$ cat src/hw/mem_defs.svh
`ifndef MEM_DEFS_SVH
`define MEM_DEFS_SVH

// processor side
`define MEM_ADDR_W 18
`define MEM_DATA_W 32
`define MEM_LINE_W 64

// cache geometry, two ways of 64-bit lines
`define CACHE_SETS 64
`define CACHE_INDEX_W 6
`define CACHE_TAG_W 9
`define CACHE_WORD_BIT 2
`define CACHE_INDEX_LSB 3
`define CACHE_TAG_LSB 9

// halfword-addressed sram
`define SRAM_DATA_W 16
`define SRAM_ADDR_W 17
`define SRAM_DEPTH 131072
`define SRAM_READ_BEATS 4
`define SRAM_WRITE_BEATS 2
`define SRAM_BEAT_W 2

`endif

$ cat src/hw/sram_pkg.sv
`include "mem_defs.svh"

package sram_pkg;

    // array side
    typedef logic [`SRAM_ADDR_W-1:0] sram_addr_t;
    typedef logic [`SRAM_DATA_W-1:0] sram_half_t;

    // counts beats within one transfer
    typedef logic [`SRAM_BEAT_W-1:0] sram_beat_t;

    // beat sequencer states
    typedef enum logic [1:0] {
        idle,
        read_beat,
        write_beat,
        done
    } sram_state_e;

endpackage

$ cat src/hw/sram_controller.sv
`timescale 1ns/1ps
`include "mem_defs.svh"

module sram_controller (
    input  logic                        clk,
    input  logic                        rst,

    // cache side
    input  logic                        sram_r_en,
    input  logic                        sram_w_en,
    input  logic [`MEM_ADDR_W-1:0]      sram_address,
    input  logic [`MEM_DATA_W-1:0]      sram_wdata,
    output logic [`MEM_LINE_W-1:0]      sram_rdata,
    output logic                        sram_ready,

    // array side
    input  sram_pkg::sram_half_t        sram_dout,
    output logic                        sram_we,
    output sram_pkg::sram_addr_t        sram_addr,
    output sram_pkg::sram_half_t        sram_din
);
    import sram_pkg::*;

    sram_state_e state_q;
    sram_beat_t  beat_q;
    sram_beat_t  next_beat;
    sram_addr_t  base_q;
    sram_addr_t  line_base;
    sram_addr_t  word_base;
    logic [`MEM_DATA_W-1:0] wdata_q;
    logic [`MEM_LINE_W-1:0] line_q;

    // halfword addresses of the line and of the word
    assign line_base = {sram_address[`MEM_ADDR_W-1:3], 2'b00};
    assign word_base = {sram_address[`MEM_ADDR_W-1:2], 1'b0};
    assign next_beat = sram_beat_t'(beat_q + 1'b1);

    always_ff @(posedge clk or posedge rst) begin
        if (rst) begin
            state_q <= idle;
            beat_q  <= '0;
        end else begin
            case (state_q)
                idle: begin
                    beat_q <= '0;
                    if (sram_w_en) begin
                        state_q <= write_beat;
                    end else if (sram_r_en) begin
                        state_q <= read_beat;
                    end
                end
                read_beat: begin
                    beat_q <= next_beat;
                    if (beat_q == sram_beat_t'(`SRAM_READ_BEATS - 1)) begin
                        state_q <= done;
                    end
                end
                write_beat: begin
                    beat_q <= next_beat;
                    if (beat_q == sram_beat_t'(`SRAM_WRITE_BEATS - 1)) begin
                        state_q <= done;
                    end
                end
                default: begin
                    state_q <= idle;
                end
            endcase
        end
    end

    // request operands and the assembled line
    always_ff @(posedge clk) begin
        if (state_q == idle) begin
            base_q  <= sram_w_en ? word_base : line_base;
            wdata_q <= sram_wdata;
        end
        // array data trails the address by one cycle
        if (state_q == read_beat) begin
            line_q <= {sram_dout, line_q[`MEM_LINE_W-1:`SRAM_DATA_W]};
        end
    end

    // first read beat goes out while still idle
    always_comb begin
        case (state_q)
            idle:       sram_addr = line_base;
            read_beat:  sram_addr = {base_q[`SRAM_ADDR_W-1:2], next_beat};
            write_beat: sram_addr = {base_q[`SRAM_ADDR_W-1:1], beat_q[0]};
            default:    sram_addr = base_q;
        endcase
    end

    assign sram_we    = (state_q == write_beat);
    assign sram_din   = beat_q[0] ? wdata_q[`MEM_DATA_W-1:`SRAM_DATA_W]
                                  : wdata_q[`SRAM_DATA_W-1:0];
    assign sram_ready = (state_q == done);
    assign sram_rdata = line_q;

endmodule

$ cat config.mk
export PLATFORM = sky130hd
export DESIGN_NAME = sram_controller
export DESIGN_NICKNAME = d
export VERILOG_FILES = /design/src/hw/sram_pkg.sv /design/src/hw/sram_controller.sv
export VERILOG_INCLUDE_DIRS = /design/src /design/src/hw
export SDC_FILE = /design/constraint.sdc
export NUM_CORES = 1
export LEC_CHECK = 0
export ABC_AREA = 0
export ABC_CLOCK_PERIOD_IN_PS = 6200
export BUFFER_PORTS_ARGS = -buffer_cell sky130_fd_sc_hd__buf_2
export CORE_MARGIN = 10
export CORE_UTILIZATION = 40
export DETAILED_ROUTE_END_ITERATION = 16
export GPL_TIMING_DRIVEN = 0
export PLACE_DENSITY = 0.64
export REMOVE_ABC_BUFFERS = 1
export SYNTH_ARGS = -nofsm -noshare
export SYNTH_HDL_FRONTEND = slang
export SYNTH_SLANG_ARGS = --single-unit
$ cat constraint.sdc
create_clock -name clk -period 6.2 [get_ports clk]
set_input_delay 0.31 -clock clk [delete_from_list [all_inputs] [get_ports clk]]
set_output_delay 0.31 -clock clk [all_outputs]
set_load 0.02 [all_outputs]
==> impl_metrics.py, run 1 <==
metrics = {
    "status": {
        "status": "finished clean",
    },
    "detailed_routing": {
        "wl_met1_microns": 3510,
        "drt_wl_total_microns": 9730,
        "wire_per_inst_microns": 16.8,
        "route.detailed.drc": 0,
        "drt_first_pass_iters": 4,
        "top_layer": "met4",
        "wl_met3_microns": 1030,
        "ant_nets": 0,
        "wl_met2_microns": 5080,
        "drt_iter0_drc": 106,
        "route.vias.total": 2593,
        "vias_per_cell": 4.49,
    },
    "placed_design": {
        "placed_area_sq_mm": 0.00509,
        "dp_hpwl_microns": 6450,
        "io_buffers": 166,
        "placedCellCount": 483,
        "routabilityCongestion": 0.772,
    },
    "sta": {
        "min_period_ns": 3.17,
        "hold_viol_final": 0,
        "setup_viol": 0,
        "tns_ns": 0,
        "worst_pin_slew_ns": 0.961,
        "post-route-period-util_pct": 51.1,
        "rsz0062_at_grt": "false",
        "skew_ns": 0.00566,
        "relSlewSlack_pct": 35.8,
        "max_freq_mhz": 315,
        "holdWs_ns": 0.121,
        "drv_slew": 0,
    },
    "job": {
        "drv_cap": 0,
    },
    "power_and_ir_drop": {
        "power_density_mw_per_mm2": 537,
        "ir_drop_mv": 0.221,
        "p_leak_nw": 2.59,
    },
    "floorplan": {
        "initial_utilization_pct": 41.6,
        "ios": 169,
        "num_rows": 36,
        "dieArea_sq_mm": 0.0147,
        "die_h_microns": 121,
        "die-width_microns": 121,
        "coreArea_sq_mm": 0.00986,
    },
    "logic_synthesis": {
        "syn_area_sq_mm": 0.00411,
        "synthCells": 189,
        "ys_ff_latch": 116,
        "synth_area_per_cell_sq_um": 21.7,
        "synth-warning-count": 0,
        "synth_seq_area_share_pct": 84.4,
        "yosysUniqueCellTypes": 21,
    },
    "global_routing": {
        "grt_max_degree": 67,
        "grt_antenna_before_repair": 0,
        "grt_pass1_vias": 2707,
        "overflow": 0,
        "grt_pass1_wl_microns": 14700,
        "grtUsageTotal_pct": 13.0,
    },
    "worst_setup_path": {
        "startpoint_type": "register",
        "arrival_ns": 2.86,
        "criticalPathCategory": "register to output pin",
        "crit_path_end_kind": "output pin",
        "critical_path_peak_fanout": 18,
        "critPathRequiredTime_ns": 5.89,
    },
    "cts": {
        "cts_setup_buffers": 0,
        "cts_buffer_depth": 2,
        "ctsResizeCount": 0,
        "clockRootBuffer": "clkbuf_8",
        "insertion_delay_ns": 0.50,
        "cts_tree": "done",
        "htree_levels": 4,
        "path_clk_slew_ns": 0.06,
        "clock_sinks": 116,
        "numCtsBuffers": 17,
    },
    "hold_path": {
        "hold_path_class": "input pin to register",
    },
    "layout": {
        "area_delta_synth_final_pct": 54.0,
        "final_cells": 578,
        "finalNetCount": 512,
        "diodes": 0,
        "postLayoutCellArea_sq_mm": 0.00632,
        "drive_gt1_share_pct": 49.4,
    },
}
==> cell families after synthesis <==
| family | share of synthesized area, % |
|---|---|
| simple gates | 1.52 |
| buf+inv | 1.74 |
| fa+ha+maj | 2.74 |
| flops | 84.4 |
| compound gates | 4.45 |
| mux | 5.18 |
==> sequential cells by signal, indices dropped and copies added, names as in the netlist <==
name	flops
base_q	16
beat_q	2
sram_rdata	64
state_q	2
wdata_q	32
==> where the power goes <==
group | internal [mW] | total [mW] | switching (mW)
Clock | 0.614 | 0.957 | 0.343
Combinational | 0.409 | 1.13 | 0.725
Sequential | 1.20 | 1.31 | 0.103
Total | 2.23 | 3.40 | 1.17
==> cells in the mapped netlist, drive strengths merged <==
cell    count  area (sq um)
and2        1          6.26
nor2        1          3.75
a21oi       1          5.00
o221a       1          11.3
dfrtp       4           100
mux2       18           203
or3b        1          8.76
nand2b      2          12.5
a22o       15           131
buf         6          48.8
or3         1          11.3
ha          9           113
o32ai       1          8.76
nor2b       2          12.5
mux2i       1          10.0
o22ai       1          6.26
o21ai       4          20.0
nand2       2          7.51
edfxtp    112          3360
inv         6          22.5
==> through the flow <==
stage | worst slack (ns) | power (mW) | utilization (%)
6_report | 3.03 | 3.40 | 64.1
5_1_grt | 2.75 | 3.58 | 64.1
4_1_cts | 2.92 | 3.45 | 64.1
3_5_place_dp | 3.49 | 2.45 | 51.6
3_3_place_gp | 2.33 | 2.41 | 51.2
2_1_floorplan | 3.07 | 2.03 | -
==> layout make-up <==
class                      count  area [sq um]
clock buffer                  17           414
timing repair buffer         231          1490
fill                         697          3540
clock inverter                14           179
inverter                       6          22.5
sequential                   116          3460
multi-input combinational     61           586
tap                          133           166
==> worst max-delay path: stages (launching register included) <==
cell	delay, ns
dfrtp_1	0.43
inv_1	0.18
ha_2	0.49
nor2b_1	0.83
a22o_1	0.26
buf_2	0.16
==> worst paths after layout <==
kind                            slack [ns]            start  cells past startpoint       endpoint
worst max-delay path                  3.03       state_q[0]                      5  sram_addr[14]
worst min-delay path                  0.12  sram_address[2]                      2      base_q[1]
worst max register to register        4.02       state_q[1]                      5     state_q[1]
worst min register to register        0.44   sram_rdata[17]                      0  sram_rdata[1]
max in group asynchronous             5.79              rst                      3      beat_q[1]
min in group asynchronous             0.25              rst                      3     state_q[0]
==> timing repair <==
item	4_1_cts	5_1_grt
hold buffers	64	0
endpoints found under the hold margin	67	0
endpoints found under the setup margin	0	0
==> placed cells by master (no fill, tap or decap), types with 2 or more instances in the layout <==
cell and instances:
clkinvlp_4 3, clkinv_4 4, dfrtp_1 4, inv_6 3
nor2b_1 2, nand2_1 2, ha_1 7, nand2b_1 2
mux2_2 18, bufinv_16 3, a22o_1 15, inv_1 6
o21ai_0 4, dlygate4sd3_1 64, buf_2 166, edfxtp_1 112
clkbuf_16 16
==> per-layer routing <==
metal | vias up | global-route usage, %
li1 | 1239 | -
met1 | 1239 | 12.8
met2 | 105 | 22.0
met3 | 10 | 7.45
met4 | 0 | 5.59
met5 | - | 0
Note: power is estimated with default switching activity, not from simulation.
==> inputs of run 2 (changes only) <==
Settings changed: ABC_CLOCK_PERIOD_IN_PS 6200 to 2700, PLACE_DENSITY 0.64 to 0.67.
Clock period 6.2 ns to 2.7 ns, I/O delays scaled along.
==> run 2 against run 1 <==
Non-clock buffer count increased by 3. Flip-flop and latch count unchanged. Core utilization increased by 0.14 points. Register-to-register slack got worse by 3.2 ns. Count of clock-buffer cells in the layout increased by 1. Critical path depth unchanged. Clock skew increased by 0.0024 ns. Highest routed layer unchanged.
==> impl_metrics.py, run 2 (synthesized netlist as in run 1, its figures left out) <==
metrics = {
    "worst_setup_path": {
        "startpoint_type": "register",
        "critical_path_peak_fanout": 34,
        "critPathRequiredTime_ns": 2.57,
        "critical_path.slowest_cell": "or3_4",
        "arrival_ns": 2.28,
        "criticalPathCategory": "register to output pin",
        "crit_path_end_kind": "output pin",
        "path_cells": "inv_1, ha_4, or3_4, a22o_1, buf_2",
        "ff2ff_setup_slack_ns": 0.79,
        "max_stage_delay_ns": 0.52,
    },
    "layout": {
        "mostFrequentLayoutCells": "buf_2, edfxtp_1, dlygate4sd3_1",
        "area_delta_synth_final_pct": 54.3,
        "postLayoutCellArea_sq_mm": 0.00634,
        "drive_gt1_share_pct": 48.4,
        "largest_register_ffs": 64,
        "finalNetCount": 515,
        "diodes": 0,
        "final_common_cell": "buf_2",
    },
    "detailed_routing": {
        "wl_met2_microns": 5220,
        "vias_per_cell": 4.49,
        "route.detailed.drc": 0,
        "wl_met1_microns": 3670,
        "ant_nets": 0,
        "route.vias.total": 2608,
        "top_layer": "met4",
        "drt_wl_total_microns": 10000,
        "wire_per_inst_microns": 17.2,
        "drt_iter0_drc": 139,
        "wl_met3_microns": 996,
        "drt_first_pass_iters": 4,
    },
    "cts": {
        "path_clk_slew_ns": 0.05,
        "cts_buffer_depth": 2,
        "clockRootBuffer": "clkbuf_8",
        "htree_levels": 4,
        "numCtsBuffers": 17,
        "clock_sinks": 116,
        "insertion_delay_ns": 0.50,
        "cts_tree": "done",
    },
    "sta": {
        "worst_pin_slew_ns": 0.883,
        "rsz0062_at_grt": "false",
        "hold_viol_final": 0,
        "post-route-period-util_pct": 89.6,
        "min_period_ns": 2.42,
        "max_freq_mhz": 413,
        "relSlewSlack_pct": 41.1,
        "setup_viol": 0,
        "skew_ns": 0.00809,
        "drv_slew": 0,
        "holdWs_ns": 0.0414,
        "finalWorstSetupSlack_ns": 0.281,
    },
    "placed_design": {
        "placed_area_sq_mm": 0.00509,
        "io_buffers": 166,
        "dp_hpwl_microns": 6550,
        "dp_slack_ns": 0.316,
        "routabilityCongestion": 0.711,
    },
    "floorplan": {
        "num_rows": 36,
        "coreArea_sq_mm": 0.00986,
        "initial_utilization_pct": 41.6,
        "die-width_microns": 121,
        "die_h_microns": 121,
        "dieArea_sq_mm": 0.0147,
        "ios": 169,
    },
    "power_and_ir_drop": {
        "swShare_pct": 34.3,
        "power_frac_seq_pct": 38.6,
        "power.net_switching_mw": 2.66,
        "totalPowerFinal_mw": 7.77,
        "ir_drop_mv": 0.666,
        "p_clk_share_pct": 27.0,
        "comb_power_share_pct": 34.5,
        "p_int_mw": 5.11,
        "p_leak_nw": 2.60,
        "power_density_mw_per_mm2": 1230,
    },
    "global_routing": {
        "grt_max_degree": 42,
        "grtUsageTotal_pct": 13.9,
        "overflow": 0,
        "grt_pass1_vias": 2914,
        "grt_antenna_before_repair": 0,
        "grt_pass1_wl_microns": 15700,
    },
    "hold_path": {
        "hold_path_class": "input pin to register",
    },
    "job": {
        "drv_cap": 0,
    },
    "status": {
        "status": "finished clean",
    },
}
run 2: cell types whose count changed in the layout (fill, tap and decap cells not counted), sizes merged:
cell and delta:
dlygate4sd3 +2, clkbuf +1, clkinvlp -2, clkinv +4, buf +1, inv -3
run 2: timing repair:
item / 4_1_cts / 5_1_grt
cloned: 0 / 0
endpoints found under the hold margin: 68 / 0
setup endpoints to repair: 15 / 15
resized for setup: 1 / 1
hold buffers: 66 / 0
setup buffers: 1 / 0
run 2: critical path: cells and delay by family (launching register included):
kind | cells | cell delay (ns)
buffers and inverters | 2 | 0.30
flip-flops | 1 | 0.41
AND/OR/NAND/NOR | 1 | 0.52
adder cells (fa/ha/maj) | 1 | 0.33
AO/OA/AOI/OAI | 1 | 0.22
run 2: metrics by stage:
step	util [%]	TNS, ns	std cells
final	64.2	0	581
after global routing	64.2	0	581
after CTS	64.2	0	581
after detailed placement	51.6	0	483
after floorplan	-	-4.28	183
after global placement	51.2	-42.04	482
run 2: power groups by stage:
stage               combinational [mW]  clock, mW  sequential [mW]
CTS                               2.71       2.15             3.01
finish                            2.68       2.10             3.00
detailed placement                2.59          0             3.04
global placement                  2.49          0             3.05
floorplan                         1.32          0             3.36
global route                      2.88       2.23             3.07
run 2: path summary, 6_finish.rpt:
kind / startpoint / endpoint / cells after the start
hold / removal: sram_r_en / state_q[0] / 3
hold reg to reg: sram_rdata[54] / sram_rdata[38] / 0
max in group asynchronous: rst / state_q[0] / 3
setup reg to reg: state_q[1] / state_q[1] / 5
setup / recovery: state_q[1] / sram_addr[3] / 5
min in group asynchronous: rst / beat_q[1] / 3
run 2: layout make-up:
| type | count | area (sq um) |
|---|---|---|
| fillers | 693 | 3530 |
| inverters | 6 | 22.5 |
| clock inverters | 13 | 141 |
| flip-flops and latches | 116 | 3460 |
| well taps | 133 | 166 |
| clock buffers | 18 | 418 |
| repair buffers | 234 | 1530 |
| multi-input cells | 61 | 593 |
run 2: layer usage:
layer  global-route usage [%]  vias up
met5                        0        -
met3                     7.77       14
met2                     23.4      101
met1                     14.3     1247
met4                     4.99        0
li1                         -     1246
